`config.mk`:
```
export PLATFORM = sky130hd
export DESIGN_NAME = zx_reset_ctrl
export DESIGN_NICKNAME = d
export VERILOG_FILES = /design/src/zx_mem_pkg.sv /design/src/zx_reset_ctrl.sv
export SDC_FILE = /design/constraint.sdc
export NUM_CORES = 1
export LEC_CHECK = 0
export BUFFER_PORTS_ARGS = -buffer_cell sky130_fd_sc_hd__buf_2
export CORE_MARGIN = 8
export CORE_UTILIZATION = 55
export DETAILED_ROUTE_END_ITERATION = 6
export GPL_TIMING_DRIVEN = 0
export PLACE_DENSITY_LB_ADDON = 0.05
export SETUP_SLACK_MARGIN = 0.05
export SLEW_MARGIN = 40
export SYNTH_ARGS = -nofsm -noshare
export SYNTH_HDL_FRONTEND = slang
export SYNTH_SLANG_ARGS = --single-unit
```
`constraint.sdc`:
```
create_clock -name clk_sys -period 4.14 [get_ports clk_sys]
set_clock_uncertainty 0.05 [all_clocks]
set_input_delay 0.414 -clock clk_sys [delete_from_list [all_inputs] [get_ports clk_sys]]
set_output_delay 0.414 -clock clk_sys [all_outputs]
set_load 0.02 [all_outputs]
```
`src/zx_mem_pkg.sv`:
```
/*
 * Shared definitions for the ZX80/ZX81 memory and tape-loading subsystem.
 * Holds the memory map and loader constants, the machine enums and the
 * packed structs for the CPU bus, download port and external RAM request.
 * Modules pull it in with a wildcard import in their header.
 */

`default_nettype none

package zx_mem_pkg;

	// ==================================================================
	// memory map
	// ==================================================================
	localparam int          ROM_DEPTH     = 12288;   // boot ROM bytes
	localparam logic [13:0] ROM_ZX80_BASE = 14'h2000; // 4k ZX80 image
	localparam int          TAPE_DEPTH    = 16384;
	localparam int          TAPE_AW       = 14;
	localparam logic [15:0] RAM_BASE      = 16'h4000; // tape load area
	localparam logic [15:0] P_FILE_OFFSET = 16'd9;    // .p images skip sysvars

	// ==================================================================
	// tape loader
	// ==================================================================
	localparam logic [15:0] TRAP_ZX81 = 16'h0347; // ROM load routine entry
	localparam logic [15:0] TRAP_ZX80 = 16'h0207;
	localparam logic [15:0] END_ZX81  = 16'h03C3; // first address past routine
	localparam logic [15:0] END_ZX80  = 16'h024D;
	localparam int unsigned PATCH_LEN = 7;

	// reset and clocking
	localparam logic [15:0] RESET_HOLD  = 16'hFFFF;
	localparam int          CE_DIV_BITS = 4;

	typedef enum logic {
		MODEL_ZX80,
		MODEL_ZX81
	} model_e;

	typedef enum logic [1:0] {
		MEM_1K,
		MEM_16K,
		MEM_32K,
		MEM_64K
	} mem_size_e;

	// Z80 opcodes used by the patched loader loop
	typedef enum logic [7:0] {
		OP_NOP   = 8'h00,
		OP_JR_NC = 8'h30,
		OP_SCF   = 8'h37,
		OP_XOR_A = 8'hAF,
		OP_JP    = 8'hC3
	} patch_op_e;

	typedef struct packed {
		logic [15:0] addr;
		logic [7:0]  dout;   // cpu write data
		logic        m1_n;
		logic        mreq_n;
		logic        rd_n;
		logic        wr_n;
	} cpu_bus_t;

	// index 0 is the ROM, anything else goes to tape
	typedef struct packed {
		logic        wr;
		logic [7:0]  index;
		logic [13:0] addr;
		logic [7:0]  data;
	} dl_wr_t;

	typedef struct packed {
		logic [15:0] addr;
		logic [7:0]  wdata;
		logic        we;
		logic        rd;
	} ram_req_t;

	typedef struct packed {
		model_e    model;
		mem_size_e mem_size;
	} machine_cfg_t;

endpackage

`default_nettype wire

```
`src/zx_reset_ctrl.sv`:
```
/*
 * System reset sequencing. Holds the machine in reset until the boot ROM
 * has been downloaded, stretches every reload, latches the model and RAM
 * size while reset is active and flags a loaded tape image.
 */

`default_nettype none

module zx_reset_ctrl
	import zx_mem_pkg::*;
(
	input  logic         clk_sys,
	input  logic         reset_i,
	input  logic         reload_i,
	input  logic         dl_active_i,
	input  logic [7:0]   dl_index_i,
	input  machine_cfg_t cfg_i,
	output logic         sys_reset_o,
	output machine_cfg_t cfg_o,
	output logic         tape_ready_o
);

	logic        dl_active_q;
	logic        dl_end;
	logic        rom_loaded;
	logic [15:0] hold_cnt;

	assign dl_end = dl_active_q & ~dl_active_i; // falling edge of the download

	always_ff @(posedge clk_sys) begin
		dl_active_q <= dl_active_i;

		if (reset_i)
			rom_loaded <= 1'b0;
		else if (dl_end && dl_index_i == 8'd0)
			rom_loaded <= 1'b1;

		// reset stretch
		if (reset_i | reload_i | ~rom_loaded)
			hold_cnt <= RESET_HOLD;
		else if (hold_cnt != 16'd0)
			hold_cnt <= hold_cnt - 1'b1;

		sys_reset_o <= reset_i | (hold_cnt != 16'd0);

		if (reset_i | sys_reset_o)
			tape_ready_o <= 1'b0;
		else if (dl_end && dl_index_i != 8'd0)
			tape_ready_o <= 1'b1; // tape image now in the buffer
	end

	// model and RAM size only change across a reset
	always_ff @(posedge clk_sys) begin
		if (sys_reset_o)
			cfg_o <= cfg_i;
	end

endmodule

`default_nettype wire

```
==> key figures <==
Place
  • DP HPWL: 1730 um
  • RePlAce Congestion: 0.751
  • DP Worst Slack: 2.16 ns
  • I/O Buffers: 19

GRT
  • Final global-route overflow total: 0
  • Initial antenna violation count: 0
  • Vias in the first global route: 905
  • Total GRT Usage: 13.8%
  • Largest net degree at the start of global routing: 14
  • Global-route wire length before repair: 4020 um

Timing
  • Fin crit share: 49.7%
  • Fin. Hold Viols: 0
  • Slew HR: 53.5%
  • Setup TNS: 0 ns
  • Fin. max-slew vios: 0
  • Slew @ Worst Pin: 0.693 ns
  • Highest Clock Rate: 486 MHz
  • Final setup fails: 0
  • Final setup margin: 2.08 ns
  • Hold Slack: 0.164 ns
  • Final Critical Period: 2.06 ns
  • RSZ-0062 raised after global routing: no

Worst setup path
  • CP bufs+invs: 2
  • Kind of critical path: reg2reg
  • Reg-to-reg setup timing slack: 2.08 ns
  • CP Launch Type: register
  • Worst reg2reg path depth: 7
  • CP Capture Type: register
  • Highest-delay cell along the critical path: nor4b_1
  • Delay-heaviest family, CP: simple AND/OR/NAND/NOR gates
  • Crit path largest cell delay: 0.50 ns
  • Critical Path Fanout Max: 10
  • CP required: 4.33 ns
  • WP data arrival: 2.25 ns
  • Critical R2R Capture: hold_cnt[2]$_SDFFE_PP1P_
  • Reg-to-reg startpoint: hold_cnt[0]$_SDFFE_PP1P_
  • CP Cell Sequence: inv_1 > ha_1 > nor4b_1 > nand4_1 > buf_2 > and3_2 > o21ai_0

Yosys
  • Top cells by area, synth: dfxtp_1 37%, edfxtp_1 8.3%, a21oi_1 4.6%
  • EDFF count, synth: 3
  • Average size of a mapped cell: 9.14 um2
  • Post-synth ARST share: 0%
  • Post-Synth XOR/XNOR Area: 0%
  • Mux share of post-synthesis cell area: 0.921%
  • Simple-gate area share of the yosys netlist: 31.3%
  • Ys flop type: dfxtp_1
  • Post-Synthesis Cells: 119
  • Synth Warn #: 0
  • Post-Synth Adder-Cell Area: 1.15%
  • Synth cell count leaders: 20 x dfxtp_1, 12 x nor2_1, 10 x a21oi_1, 9 x o21ai_0, 7 x nor3_1
  • Mapped Area: 0.00109 mm2
  • Post-synth top area share: 36.8%
  • Synth Net Count: 135
  • Cell with the most instances after synthesis: dfxtp_1
  • Area leader, netlist: dfxtp_1
  • Synth Register Bits: 23
  • Compound-Gate Fraction of Synth Area: 17.6%
  • Netlist cell types: 38
  • Main combinational cell family by area after synthesis: simple AND/OR/NAND/NOR gates
  • Register area share after synthesis: 45.1%

Clock network
  • Setup Fix Bufs, Post-CTS: 0
  • # resized after CTS: 0
  • Clk slew on worst S/H paths: 0.12 ns
  • Clk Latency, worst-skew pair: 0.31 ns
  • H-tree depth: 1
  • CTS Root Cell: clkbuf_4
  • Num CTS Buffers: 3
  • CTS tree: yes
  • Clock sink count: 23
  • Clock Path Buffers: 2
  • Post-CTS Hold Buffers: 0

Routing
  • Wire per inst: 13.1 um
  • Via count: 942
  • WL final: 2210 um
  • Vias per cell: 5.57
  • Number of detailed-route iterations in the first pass: 4
  • Antenna-violating nets left: 0
  • Residual DRC: 0
  • Drt first-iter violations: 16

Floorplan
  • Num rows: 16
  • Die Height: 60.5 um
  • Starting density of the core: 56.6%
  • Core outline area: 0.00192 mm2
  • Io pins: 20
  • Die Width: 60.5 um
  • Die ar.: 0.00366 mm2

Hold path
  • Hold endpoint: dl_active_q$_DFF_P_
  • Hold Startpoint: dl_active_i
  • HP Class: in2reg
  • Hold depth: 1

Final layout
  • Nets: 159
  • ANT cells: 0
  • Area growth from synthesis to layout: 14.4%
  • Post-layout util: 64.7%
  • Ratio of cells with drive above 1 in the final layout: 23.9%
  • Fillcell total: 182

Power and ir drop
  • Leak Pwr: 0.501 nW
  • Power, Total: 0.340 mW
  • PD cells: 274 mW/mm2
  • Worst ir drop on vdd: 230 uV

Flow run
  • Max_cap viols: 0

Status
  • Status: complete, no violations
-- metrics by stage --
step | std cells | area (um2)
floorplan | 119 | 1090
global placement | 165 | 1220
detailed placement | 165 | 1220
CTS | 169 | 1240
global route | 169 | 1240
finish | 169 | 1240
-- cells in the final DEF (no fill, tap or decap), types with 2 or more instances in the layout --
cell type / count
nor3_1: 7
buf_2: 20
or3_2: 2
edfxtp_1: 3
o21ai_1: 3
a21oi_1: 10
o21ai_0: 9
nor4_1: 4
nor2_1: 12
and3_1: 5
and4_1: 4
a31oi_1: 4
nor4_4: 2
clkbuf_1: 2
nand2_1: 3
or2_2: 2
dfxtp_1: 20
nand4_1: 2
clkbuf_4: 3
inv_1: 5
-- worst reg2reg max path, cell delays in order, from the launching register on --
cell and delay [ns]:
dfxtp_1 0.34, inv_1 0.07, ha_1 0.29, nor4b_1 0.50, nand4_1 0.18, buf_2 0.23
and3_2 0.22, o21ai_0 0.12
-- registers in the layout, indices dropped and copies added, names as in the netlist --
signal,cells
dl_active_q,1
hold_cnt,16
sys_reset_o,1
tape_ready_o,1
cfg_o,3
rom_loaded,1
-- power by group --
part / internal [mW] / switching [mW] / total [mW]
clock network: 0.0361 / 0.0639 / 0.100
registers: 0.228 / 0.000345 / 0.228
logic: 0.00642 / 0.00574 / 0.0122
total: 0.270 / 0.0700 / 0.340
-- cells by family after synthesis --
group           after synthesis
compound gates               32
fa+ha+maj                     1
mux                           1
simple gates                 53
flops                        23
buf+inv                       9
-- cell type report --
class	instances	area [um2]	share of cell area [%]
multi-input combinational	87	554	44.6
buffer	4	23.8	1.91
clock buffer	3	22.5	1.81
sequential	23	490	39.4
inverter	5	18.8	1.51
clock inverter	1	5.00	0.402
tap	27	33.8	2.72
timing repair buffer	19	95.1	7.65
-- worst max path at each step --
stage	slack (ns)	start	end	cells past startpoint
after floorplan	2.37	hold_cnt[2]$_SDFFE_PP1P_	hold_cnt[15]$_SDFFE_PP1P_	5
after global placement	2.19	hold_cnt[0]$_SDFFE_PP1P_	hold_cnt[2]$_SDFFE_PP1P_	7
after detailed placement	2.16	hold_cnt[0]$_SDFFE_PP1P_	hold_cnt[2]$_SDFFE_PP1P_	7
after CTS	2.13	hold_cnt[0]$_SDFFE_PP1P_	hold_cnt[2]$_SDFFE_PP1P_	7
after global routing	1.90	hold_cnt[0]$_SDFFE_PP1P_	hold_cnt[2]$_SDFFE_PP1P_	7
final	2.08	hold_cnt[0]$_SDFFE_PP1P_	hold_cnt[2]$_SDFFE_PP1P_	7
-- per-layer routing --
layer	wire [um]	global-route usage, %
met3	79	4.03
met5	0	0
met4	13	1.99
met1	1020	15.8
met2	1100	25.2
Power figures use the tool's default switching activity.
