==> src/zx_mem_pkg.sv <==
/*
 * Shared definitions for the ZX80/ZX81 memory and tape-loading subsystem.
 * Holds the memory map and loader constants, the machine enums and the
 * packed structs for the CPU bus, download port and external RAM request.
 * Modules pull it in with a wildcard import in their header.
 */

`default_nettype none

package zx_mem_pkg;

	// ==================================================================
	// memory map
	// ==================================================================
	localparam int          ROM_DEPTH     = 12288;   // boot ROM bytes
	localparam logic [13:0] ROM_ZX80_BASE = 14'h2000; // 4k ZX80 image
	localparam int          TAPE_DEPTH    = 16384;
	localparam int          TAPE_AW       = 14;
	localparam logic [15:0] RAM_BASE      = 16'h4000; // tape load area
	localparam logic [15:0] P_FILE_OFFSET = 16'd9;    // .p images skip sysvars

	// ==================================================================
	// tape loader
	// ==================================================================
	localparam logic [15:0] TRAP_ZX81 = 16'h0347; // ROM load routine entry
	localparam logic [15:0] TRAP_ZX80 = 16'h0207;
	localparam logic [15:0] END_ZX81  = 16'h03C3; // first address past routine
	localparam logic [15:0] END_ZX80  = 16'h024D;
	localparam int unsigned PATCH_LEN = 7;

	// reset and clocking
	localparam logic [15:0] RESET_HOLD  = 16'hFFFF;
	localparam int          CE_DIV_BITS = 4;

	typedef enum logic {
		MODEL_ZX80,
		MODEL_ZX81
	} model_e;

	typedef enum logic [1:0] {
		MEM_1K,
		MEM_16K,
		MEM_32K,
		MEM_64K
	} mem_size_e;

	// Z80 opcodes used by the patched loader loop
	typedef enum logic [7:0] {
		OP_NOP   = 8'h00,
		OP_JR_NC = 8'h30,
		OP_SCF   = 8'h37,
		OP_XOR_A = 8'hAF,
		OP_JP    = 8'hC3
	} patch_op_e;

	typedef struct packed {
		logic [15:0] addr;
		logic [7:0]  dout;   // cpu write data
		logic        m1_n;
		logic        mreq_n;
		logic        rd_n;
		logic        wr_n;
	} cpu_bus_t;

	// index 0 is the ROM, anything else goes to tape
	typedef struct packed {
		logic        wr;
		logic [7:0]  index;
		logic [13:0] addr;
		logic [7:0]  data;
	} dl_wr_t;

	typedef struct packed {
		logic [15:0] addr;
		logic [7:0]  wdata;
		logic        we;
		logic        rd;
	} ram_req_t;

	typedef struct packed {
		model_e    model;
		mem_size_e mem_size;
	} machine_cfg_t;

endpackage

`default_nettype wire

==> src/zx_clock_enables.sv <==
/*
 * CPU clock-enable generator. A free-running counter on clk_sys gives
 * the positive and negative CPU phases, one of each per 16 clocks,
 * half a period apart.
 */

`default_nettype none

module zx_clock_enables
	import zx_mem_pkg::*;
(
	input  logic clk_sys,
	input  logic reset,
	output logic ce_cpu_p_o,
	output logic ce_cpu_n_o
);

	logic [CE_DIV_BITS-1:0] div_cnt;

	always_ff @(posedge clk_sys) begin
		if (reset) begin
			div_cnt    <= '1; // wraps to 0 on the first free cycle
			ce_cpu_p_o <= 1'b0;
			ce_cpu_n_o <= 1'b0;
		end else begin
			div_cnt    <= div_cnt + 1'b1;
			ce_cpu_p_o <= (div_cnt == '0);
			ce_cpu_n_o <= (div_cnt == CE_DIV_BITS'(1 << (CE_DIV_BITS - 1))); // mid period
		end
	end

endmodule

`default_nettype wire

==> config.mk <==
export PLATFORM = sky130hd
export DESIGN_NAME = zx_clock_enables
export DESIGN_NICKNAME = d
export VERILOG_FILES = /design/src/zx_mem_pkg.sv /design/src/zx_clock_enables.sv
export SDC_FILE = /design/constraint.sdc
export NUM_CORES = 1
export LEC_CHECK = 0
export ABC_AREA = 1
export BUFFER_PORTS_ARGS = -buffer_cell sky130_fd_sc_hd__buf_4
export CAP_MARGIN = 20
export CORE_AREA = 2 2 39 41
export CTS_CLUSTER_DIAMETER = 50
export DETAILED_ROUTE_END_ITERATION = 8
export DIE_AREA = 0 0 41 43
export MAX_ROUTING_LAYER = met4
export SETUP_SLACK_MARGIN = 0.15
export SYNTH_ARGS = -nofsm -noshare
export SYNTH_HDL_FRONTEND = slang
export SYNTH_SLANG_ARGS = --single-unit
==> constraint.sdc <==
create_clock -name clk_sys -period 1.2 [get_ports clk_sys]
set_input_delay 0 -clock clk_sys [delete_from_list [all_inputs] [get_ports clk_sys]]
set_output_delay 0 -clock clk_sys [all_outputs]
set_load 0.02 [all_outputs]
==> results of run 1 <==
where the power goes:
part           switching, mW  internal, mW  total [mW]
registers             0.0167         0.219       0.235
clock network         0.0738         0.113       0.187
logic                 0.0254        0.0227      0.0481
flip-flops by register name, summed over array words and instances (netlist names):
signal,cells
ce_cpu_p_o,1
ce_cpu_n_o,1
div_cnt,4
logic make-up (layout without fill, tap and decap cells):
| group | after synthesis | after routing |
|---|---|---|
| flops | 6 | 6 |
| simple gates | 9 | 9 |
| buf+inv | 5 | 12 |
| fa+ha+maj | 2 | 2 |
| compound gates | 2 | 2 |
critical path: cells and delay by family, from the launching register on:
| family | cells | cell delay, ns |
|---|---|---|
| adders and majority gates | 1 | 0.27 |
| buffers and inverters | 1 | 0.05 |
| DFF | 1 | 0.36 |
| and+or+nand+nor | 1 | 0.20 |
final cells by class:
type                       count  share of cell area [%]
inverter                       5                    6.30
tap                           16                    6.72
sequential                     6                    41.2
timing repair buffer           4                    10.9
clock buffer                   3                    7.56
multi-input combinational     13                    27.3
metrics by stage:
stage               utilization, %  hold slack, ns
global placement              19.0           0.223
global route                  21.5           0.451
finish                        21.5           0.431
detailed placement            19.0           0.218
CTS                           21.3           0.442
floorplan                        -          0.0880
cells in the final DEF (no fill, tap or decap), types with 2 or more instances in the layout:
master / Yosys / final
dfxtp_2: 0 / 2
inv_2: 2 / 2
nand3_1: 3 / 3
buf_4: 0 / 3
dfxtp_1: 6 / 4
ha_1: 2 / 2
nand2_1: 2 / 2
clkbuf_4: 0 / 3
nor2_1: 2 / 2
inv_1: 3 / 3
routing by layer:
| layer | wire length (um) | vias to the layer above | share of wire [%] |
|---|---|---|---|
| met1 | 149 | 77 | 40 |
| met2 | 189 | 7 | 51 |
| li1 | - | 90 | - |
| met5 | 0 | - | 0 |
| met3 | 33 | 2 | 8.8 |
| met4 | 2 | 0 | 0.53 |
path summary, 6_finish.rpt:
path                            slack [ns]                     to  depth (start not counted)
worst max-delay path                  0.20  div_cnt[1]$_SDFF_PP1_                          3
worst min-delay path                  0.43  div_cnt[0]$_SDFF_PP1_                          1
worst max register to register        0.20  div_cnt[1]$_SDFF_PP1_                          3
worst min register to register        0.43  div_cnt[0]$_SDFF_PP1_                          1
repair_timing:
action | in CTS | in global routing
resized for setup | 0 | 2
setup endpoints to repair | 0 | 1
hold endpoints to repair | 4 | 0
hold buffers | 1 | 0
==> impl_metrics.env, run 1 <==
export IMPL_cts_buffers=3
export IMPL_routedWlPerCell_um=7.96
export IMPL_grtUsageTotal_pct=5.36
export IMPL_avgSynthCellArea_um2=9.18
export IMPL_place_gp_congestion=0.689
export IMPL_hold_path_class="reg -> reg"
export IMPL_seq_area_frac_synth_pct=54.5
export IMPL_final_min_clock_period_ns=0.996
export IMPL_hold_start="div_cnt[0]$_SDFF_PP1_"
export IMPL_cts_htree_levels=1
export IMPL_postPlaceCellArea_um2=263
export IMPL_synth_top_area_share_pct=54.5
export IMPL_synth_cell_type_count=11
export IMPL_dr_total_vias=176
export IMPL_grt_overflow=0
export IMPL_die_w_um=41
export IMPL_r2r_start="div_cnt[0]$_SDFF_PP1_"
export IMPL_clk_path_buf_depth=2
export IMPL_synth_edff_count=0
export IMPL_synth_warnings=0
export IMPL_port_buffers=3
export IMPL_layout_nets=37
export IMPL_seq_area_um2=123
export IMPL_drt_first_pass_iters=4
export IMPL_synth_compound_area_share_pct=6.25
export IMPL_drcViolationCount=0
export IMPL_layout_drive_gt1_share_pct=35.5
export IMPL_power_mw=0.470
export IMPL_antenna_found_initial=0
export IMPL_leakage_nw=0.153
export IMPL_p_per_area_nw_per_um2=1580
export IMPL_wirelength_um=374
export IMPL_grt_max_degree=6
export IMPL_cp_start_kind="register"
export IMPL_synth_mux_area_share_pct=0
export IMPL_die_area_um2=1760
export IMPL_grt_pass1_vias=159
export IMPL_fp_row_count=14
export IMPL_clock_latency_ns=0.24
export IMPL_path_cells="inv_1 > ha_1 > or2_1"
export IMPL_syn2layout_area_growth_pct=35.2
export IMPL_ys_top_cells_by_count="dfxtp_1 (6), inv_1 (3), nand3_1 (3)"
export IMPL_crit_start="div_cnt[0]$_SDFF_PP1_"
export IMPL_max_stage_delay_ns=0.36
export IMPL_rsz0062_at_grt="no"
export IMPL_syn_inst=24
export IMPL_top_usage_layer="met2"
export IMPL_ys_flop_type="dfxtp_1"
export IMPL_postRouteAntennaNets=0
export IMPL_core_area_um2=1380
export IMPL_vias_per_cell=3.74
export IMPL_synth_fa_ha_area_share_pct=11.4
export IMPL_drv_slew=0
export IMPL_grt_pass1_wl_um=552
export IMPL_synth_top_family_by_area="simple AND/OR/NAND/NOR gates"
export IMPL_tightest_slew_ns=0.142
export IMPL_synth_area_um2=220
export IMPL_finalSetupViolCount=0
export IMPL_ys_ff_latch=6
export IMPL_fin_tns_setup_ns=0
export IMPL_ys_async_sr_fraction_pct=0
export IMPL_use_met3_pct=4.71
export IMPL_synthSimpleGateAreaFrac_pct=19.3
export IMPL_yosysMostFrequentCell="dfxtp_1"
export IMPL_num_antenna_cells=0
export IMPL_synth_largest_area_cell="dfxtp_1"
export IMPL_relSlewSlack_pct=90.5
export IMPL_vdd_drop_max_mv=0.427
export IMPL_clock_skew_ns=0.000691
export IMPL_fillers=151
export IMPL_use_met1_pct=5.16
export IMPL_clk_pin_slew_ns=0.05
export IMPL_initial_core_util_pct=15.9
export IMPL_cpMaxStageDelayCell="dfxtp_2"
export IMPL_stdcell_count=47
export IMPL_hpwl_um=248
export IMPL_cp_arrival_ns=1.13
export IMPL_die_height_um=43
export IMPL_clock_sinks=6
export IMPL_multi_input_comb_area_um2=81.3
export IMPL_fin_ws_ns=0.204
export IMPL_period_share_pct=83.0
export IMPL_path_max_fanout=5
export IMPL_cts_root_buffer="clkbuf_4"
export IMPL_io_pins=4
export IMPL_cp_end_kind="register"
export IMPL_netlist_top_cells_area="dfxtp_1 (55%), ha_1 (11%), nand3_1 (6.8%)"
export IMPL_drt_iter0_drc=2
export IMPL_worstPathRequired_ns=1.33
export IMPL_status="finished clean"
export IMPL_grt_util_met2_pct=6.56
export IMPL_synth_xor_area_share_pct=0
export IMPL_cap_viol_max_count=0
export IMPL_hold_viol_final=0
export IMPL_crit_type="reg -> reg"
export IMPL_synth_net_count=28
export IMPL_post_cts_buffers=0
export IMPL_placed_cells=43
export IMPL_cts_tree="built"
export IMPL_design_area_um2=298
export IMPL_dp_slack_ns=0.153
export IMPL_fmax_mhz=1000
Power figures use the tool's default switching activity.
==> inputs of run 2 (changes only) <==
--- a/config.mk
+++ b/config.mk
@@ -5,7 +5,7 @@
 export SDC_FILE = /design/constraint.sdc
 export NUM_CORES = 1
 export LEC_CHECK = 0
-export ABC_AREA = 1
+export ABC_AREA = 0
 export BUFFER_PORTS_ARGS = -buffer_cell sky130_fd_sc_hd__buf_4
 export CAP_MARGIN = 20
 export CORE_AREA = 2 2 39 41
==> constraint.sdc (replaced) <==
create_clock -name clk_sys -period 1 [get_ports clk_sys]
set_input_delay 0 -clock clk_sys [delete_from_list [all_inputs] [get_ports clk_sys]]
set_output_delay 0 -clock clk_sys [all_outputs]
set_load 0.02 [all_outputs]
==> impl_metrics.env, run 2 <==
export IMPL_top_regs="div_cnt x4, ce_cpu_n_o x1, ce_cpu_p_o x1"
export IMPL_routedWlPerCell_um=8.75
export IMPL_p_per_area_nw_per_um2=1740
export IMPL_clock_latency_ns=0.24
export IMPL_fin_tns_setup_ns=0
export IMPL_status="finished clean"
export IMPL_synth_top_area_share_pct=53.6
export IMPL_drt_iter0_drc=0
export IMPL_fmax_mhz=1090
export IMPL_ys_flop_type="dfxtp_1"
export IMPL_die_area_um2=1760
export IMPL_synth_warnings=0
export IMPL_port_buffers=3
export IMPL_grt_pass1_wl_um=655
export IMPL_die_w_um=41
export IMPL_power_mw=0.612
export IMPL_worstPathRequired_ns=1.13
export IMPL_drv_slew=0
export IMPL_postRouteAntennaNets=0
export IMPL_fillers=153
export IMPL_ys_async_sr_fraction_pct=0
export IMPL_synth_edff_count=0
export IMPL_clock_skew_ns=0.0000707
export IMPL_netlist_top_cells_area="dfxtp_1 (54%), ha_1 (11%), and4bb_2 (5.6%)"
export IMPL_synth_largest_area_cell="dfxtp_1"
export IMPL_wirelength_um=385
export IMPL_layout_drive_gt1_share_pct=67.9
export IMPL_cp_end_kind="register"
export IMPL_clk_pin_slew_ns=0.04
export IMPL_leakage_nw=0.147
export IMPL_hold_path_class="reg -> reg"
export IMPL_critPathTopFamily="flip-flops"
export IMPL_avgSynthCellArea_um2=11.8
export IMPL_vias_per_cell=4.00
export IMPL_layout_nets=34
export IMPL_place_gp_congestion=0.665
export IMPL_final_common_cell="buf_4"
export IMPL_clk_path_buf_depth=2
export IMPL_final_cell_mix="buf_4 (5), dfxtp_1 (3), clkbuf_4 (3)"
export IMPL_path_cells="inv_2 > ha_4 > or2_4"
export IMPL_cap_viol_max_count=0
export IMPL_max_stage_delay_ns=0.35
export IMPL_cts_tree="built"
export IMPL_seq_area_frac_synth_pct=53.6
export IMPL_drt_first_pass_iters=1
export IMPL_period_share_pct=91.5
export IMPL_cp_arrival_ns=1.04
export IMPL_crit_type="reg -> reg"
export IMPL_synth_area_um2=224
export IMPL_grt_overflow=0
export IMPL_die_height_um=43
export IMPL_synth_net_count=23
export IMPL_fin_ws_ns=0.0852
export IMPL_num_antenna_cells=0
export IMPL_cts_buffers=3
export IMPL_cp_start_kind="register"
export IMPL_rsz0062_at_grt="yes"
export IMPL_ys_top_cells_by_count="dfxtp_1 (6), ha_1 (2), inv_1 (2), nand2b_1 (2)"
export IMPL_clock_sinks=6
export IMPL_finalSetupViolCount=0
export IMPL_grtUsageTotal_pct=6.70
export IMPL_fp_row_count=14
export IMPL_drcViolationCount=0
export IMPL_path_buf_inv=1
export IMPL_syn2layout_area_growth_pct=57.0
export IMPL_dp_slack_ns=0.0266
export IMPL_dr_total_vias=176
export IMPL_vdd_drop_max_mv=0.607
export IMPL_grt_pass1_vias=161
export IMPL_final_min_clock_period_ns=0.915
export IMPL_tightest_slew_ns=0.188
export IMPL_largest_reg_flops=4
export IMPL_synth_cell_type_count=11
export IMPL_cts_htree_levels=1
export IMPL_path_max_fanout=4
export IMPL_cts_root_buffer="clkbuf_4"
export IMPL_antenna_found_initial=0
export IMPL_io_pins=4
export IMPL_core_area_um2=1380
export IMPL_hold_viol_final=0
export IMPL_finish_utilization_pct=25.4
export IMPL_syn_inst=19
export IMPL_top_register="div_cnt"
export IMPL_ys_ff_latch=6
export IMPL_cpMaxStageDelayCell="dfxtp_4"
export IMPL_grt_max_degree=7
export IMPL_initial_core_util_pct=16.2
export IMPL_yosysMostFrequentCell="dfxtp_1"
export IMPL_relSlewSlack_pct=87.4
run 2: routing by layer:
metal  GRT usage (%)  up-vias  part of all wire (%)
met5               -        -                     0
met4            4.00        0                   2.3
met3            7.85        2                    11
met2            8.44        6                    47
met1            5.50       83                    39
li1                -       85                     -
run 2: final cells by class:
class / instances / area [um2] / area share [%]
Multi-Input combinational cell: 11 / 128 / 36.3
Sequential cell: 6 / 126 / 35.9
Tap cell: 16 / 20.0 / 5.69
Timing Repair Buffer: 6 / 47.5 / 13.5
Clock buffer: 3 / 22.5 / 6.41
Inverter: 2 / 7.51 / 2.14
run 2: report_power, final:
part	internal [mW]	leakage (nW)	switching [mW]
clock network	0.135	0.0138	0.0817
logic	0.0652	0.0835	0.0346
registers	0.266	0.0493	0.0293
total	0.467	0.147	0.146
run 2: repair_timing:
action / 4_1_cts / 5_1_grt
resized for setup: 4 / 4
endpoints found under the setup margin: 3 / 5
hold buffers: 1 / 0
hold endpoints to repair: 5 / 0
setup buffers: 2 / 0
pin swaps: 1 / 1
run 2: cell families (layout without fill, tap and decap cells):
| logic type | Yosys count | in the layout | synth area share (%) |
|---|---|---|---|
| AO/OA/AOI/OAI | 2 | 2 | 7.26 |
| XOR/XNOR | 1 | 1 | 3.91 |
| adder cells (fa/ha/maj) | 2 | 2 | 11.2 |
| buffers and inverters | 2 | 11 | 3.35 |
| flip-flops | 6 | 6 | 53.6 |
| AND/OR/NAND/NOR | 6 | 6 | 20.7 |
run 2: worst paths after layout:
| path | start | end | slack, ns | cells after the start |
|---|---|---|---|---|
| min reg2reg | div_cnt[3]$_SDFF_PP1_ | ce_cpu_p_o$_SDFF_PP0_ | 0.50 | 1 |
| max | div_cnt[0]$_SDFF_PP1_ | div_cnt[1]$_SDFF_PP1_ | 0.09 | 3 |
| min | div_cnt[3]$_SDFF_PP1_ | ce_cpu_p_o$_SDFF_PP0_ | 0.50 | 1 |
| max reg2reg | div_cnt[0]$_SDFF_PP1_ | div_cnt[1]$_SDFF_PP1_ | 0.09 | 3 |
run 2: stage by stage:
stage	instances	hold slack (ns)	area, um2
2_1_floorplan	19	0.0773	231
3_3_place_gp	38	0.217	274
3_5_place_dp	38	0.216	274
4_1_cts	44	0.496	340
5_1_grt	44	0.525	352
6_report	44	0.501	352
==> inputs of run 3 (changes only) <==
--- a/config.mk
+++ b/config.mk
@@ -12,6 +12,7 @@
 export CTS_CLUSTER_DIAMETER = 50
 export DETAILED_ROUTE_END_ITERATION = 8
 export DIE_AREA = 0 0 41 43
+export GPL_TIMING_DRIVEN = 0
 export MAX_ROUTING_LAYER = met4
 export SETUP_SLACK_MARGIN = 0.15
 export SYNTH_ARGS = -nofsm -noshare
==> impl_metrics.env, run 3 (synthesized netlist as in run 2, its figures left out) <==
export IMPL_status="finished clean"
export IMPL_cp_start_kind="register"
export IMPL_grtUsageTotal_pct=6.29
export IMPL_cp_arrival_ns=1.05
export IMPL_cts_tree="built"
export IMPL_final_cell_mix="buf_4 (5), dfxtp_1 (4), clkbuf_4 (3)"
export IMPL_syn2layout_area_growth_pct=49.2
export IMPL_fp_row_count=14
export IMPL_die_w_um=41
export IMPL_initial_core_util_pct=16.2
export IMPL_wirelength_um=372
export IMPL_cap_viol_max_count=0
export IMPL_final_common_cell="buf_4"
export IMPL_clk_path_buf_depth=2
export IMPL_hpwl_um=226
export IMPL_cts_root_buffer="clkbuf_4"
export IMPL_p_per_area_nw_per_um2=1790
export IMPL_p_comb_share_pct=15.1
export IMPL_die_height_um=43
export IMPL_vdd_drop_max_mv=0.663
export IMPL_postRouteAntennaNets=0
export IMPL_grt_pass1_wl_um=614
export IMPL_grt_max_degree=7
export IMPL_place_gp_congestion=0.586
export IMPL_cts_htree_levels=1
export IMPL_hold_path_class="reg -> reg"
export IMPL_top_register="div_cnt"
export IMPL_p_sw_share_pct=23.4
export IMPL_drt_first_pass_iters=2
export IMPL_seq_area_um2=123
export IMPL_vias_per_cell=3.91
export IMPL_largest_reg_flops=4
export IMPL_grt_overflow=0
export IMPL_finalSetupViolCount=0
export IMPL_reg2reg_depth=3
export IMPL_top_regs="div_cnt x4, ce_cpu_n_o x1, ce_cpu_p_o x1"
export IMPL_rsz0062_at_grt="yes"
export IMPL_clock_latency_ns=0.24
export IMPL_hold_end="ce_cpu_p_o$_SDFF_PP0_"
export IMPL_path_cells="inv_1 > ha_4 > or2_4"
export IMPL_power_mw=0.598
export IMPL_crit_reg2reg_capture="div_cnt[1]$_SDFF_PP1_"
export IMPL_p_seq_share_pct=48.2
export IMPL_clk_pin_slew_ns=0.04
export IMPL_num_antenna_cells=0
export IMPL_fin_tns_setup_ns=0
export IMPL_final_min_clock_period_ns=0.926
export IMPL_drt_iter0_drc=2
export IMPL_hold_start="div_cnt[3]$_SDFF_PP1_"
export IMPL_cp_end_kind="register"
export IMPL_multi_input_comb_area_um2=114
export IMPL_crit_type="reg -> reg"
export IMPL_fillers=145
export IMPL_leakage_nw=0.142
export IMPL_min_path_cells=1
export IMPL_clkPwrFrac_pct=36.6
export IMPL_antenna_found_initial=0
export IMPL_p_int_mw=0.458
export IMPL_layout_nets=34
export IMPL_worstPathRequired_ns=1.13
export IMPL_clock_skew_ns=0.000229
export IMPL_clock_sinks=6
export IMPL_fmax_mhz=1080
export IMPL_die_area_um2=1760
export IMPL_finish_utilization_pct=24.1
export IMPL_r2r_start="div_cnt[1]$_SDFF_PP1_"
export IMPL_drv_slew=0
export IMPL_max_stage_delay_ns=0.31
export IMPL_core_area_um2=1380
export IMPL_cpMaxStageDelayCell="dfxtp_2"
export IMPL_period_share_pct=92.6
export IMPL_port_buffers=3
export IMPL_p_sw_mw=0.140
export IMPL_dr_total_vias=172
export IMPL_relSlewSlack_pct=84.9
export IMPL_tightest_slew_ns=0.224
export IMPL_path_max_fanout=2
export IMPL_layout_drive_gt1_share_pct=53.6
export IMPL_grt_pass1_vias=151
export IMPL_io_pins=4
export IMPL_r2r_slack_ns=0.07
export IMPL_routedWlPerCell_um=8.45
export IMPL_cts_buffers=3
export IMPL_drcViolationCount=0
export IMPL_hold_viol_final=0
==> run 3: cell counts in the layout (fill, tap and decap cells not counted) <==
Identical to the previous run, type by type.
==> run 3: timing repair <==
action,in CTS,in global routing
resized for setup,3,0
hold endpoints to repair,5,0
endpoints found under the setup margin,3,5
hold buffers,1,0
gates cloned,0,0
pin swaps,1,1
buffers inserted,2,0
==> run 3: layer usage <==
| metal | vias up | track usage, % | share of wire [%] |
|---|---|---|---|
| met5 | - | - | 0 |
| met2 | 6 | 7.19 | 46 |
| met4 | 0 | 4.00 | 0 |
| met1 | 82 | 5.50 | 43 |
| met3 | 0 | 7.85 | 11 |
| li1 | 84 | - | - |
==> run 3: worst max-delay path, delay by kind of cell (launching register included) <==
kind	cells	cell delay, ns
simple gates	1	0.21
fa+ha+maj	1	0.23
buf+inv	1	0.06
flops	1	0.31
==> run 3: worst max-delay path by stage <==
stage                               start                    end  slack (ns)  depth (start not counted)
global route        div_cnt[1]$_SDFF_PP1_  div_cnt[2]$_SDFF_PP1_        0.05                          4
finish              div_cnt[1]$_SDFF_PP1_  div_cnt[1]$_SDFF_PP1_        0.07                          3
CTS                 div_cnt[1]$_SDFF_PP1_  div_cnt[1]$_SDFF_PP1_        0.07                          3
detailed placement  div_cnt[1]$_SDFF_PP1_  div_cnt[1]$_SDFF_PP1_        0.03                          3
global placement    div_cnt[0]$_SDFF_PP1_  div_cnt[1]$_SDFF_PP1_        0.03                          3
floorplan           div_cnt[1]$_SDFF_PP1_  div_cnt[1]$_SDFF_PP1_        0.05                          3
==> run 3: final cells by class <==
cell class | count | area share (%)
Sequential cell | 6 | 36.7
Multi-Input combinational cell | 11 | 34.1
Timing Repair Buffer | 6 | 14.2
Clock buffer | 3 | 6.74
Tap cell | 16 | 5.99
Inverter | 2 | 2.25
==> run 3: metrics by stage <==
stage / cells / hold slack [ns] / worst slack (ns) / instance area, um2
final: 44 / 0.483 / 0.0739 / 334
after global routing: 44 / 0.501 / 0.0462 / 334
after CTS: 44 / 0.488 / 0.0748 / 334
after detailed placement: 38 / 0.214 / 0.0291 / 274
after global placement: 38 / 0.219 / 0.0331 / 274
after floorplan: 19 / 0.0773 / 0.0548 / 231
==> run 3: power by group through the flow <==
stage / logic [mW] / clock network, mW / registers [mW]
finish: 0.0905 / 0.219 / 0.288
global route: 0.104 / 0.250 / 0.289
CTS: 0.0904 / 0.235 / 0.288
detailed placement: 0.0638 / 0 / 0.296
global placement: 0.0617 / 0 / 0.294
floorplan: 0.0508 / 0 / 0.290
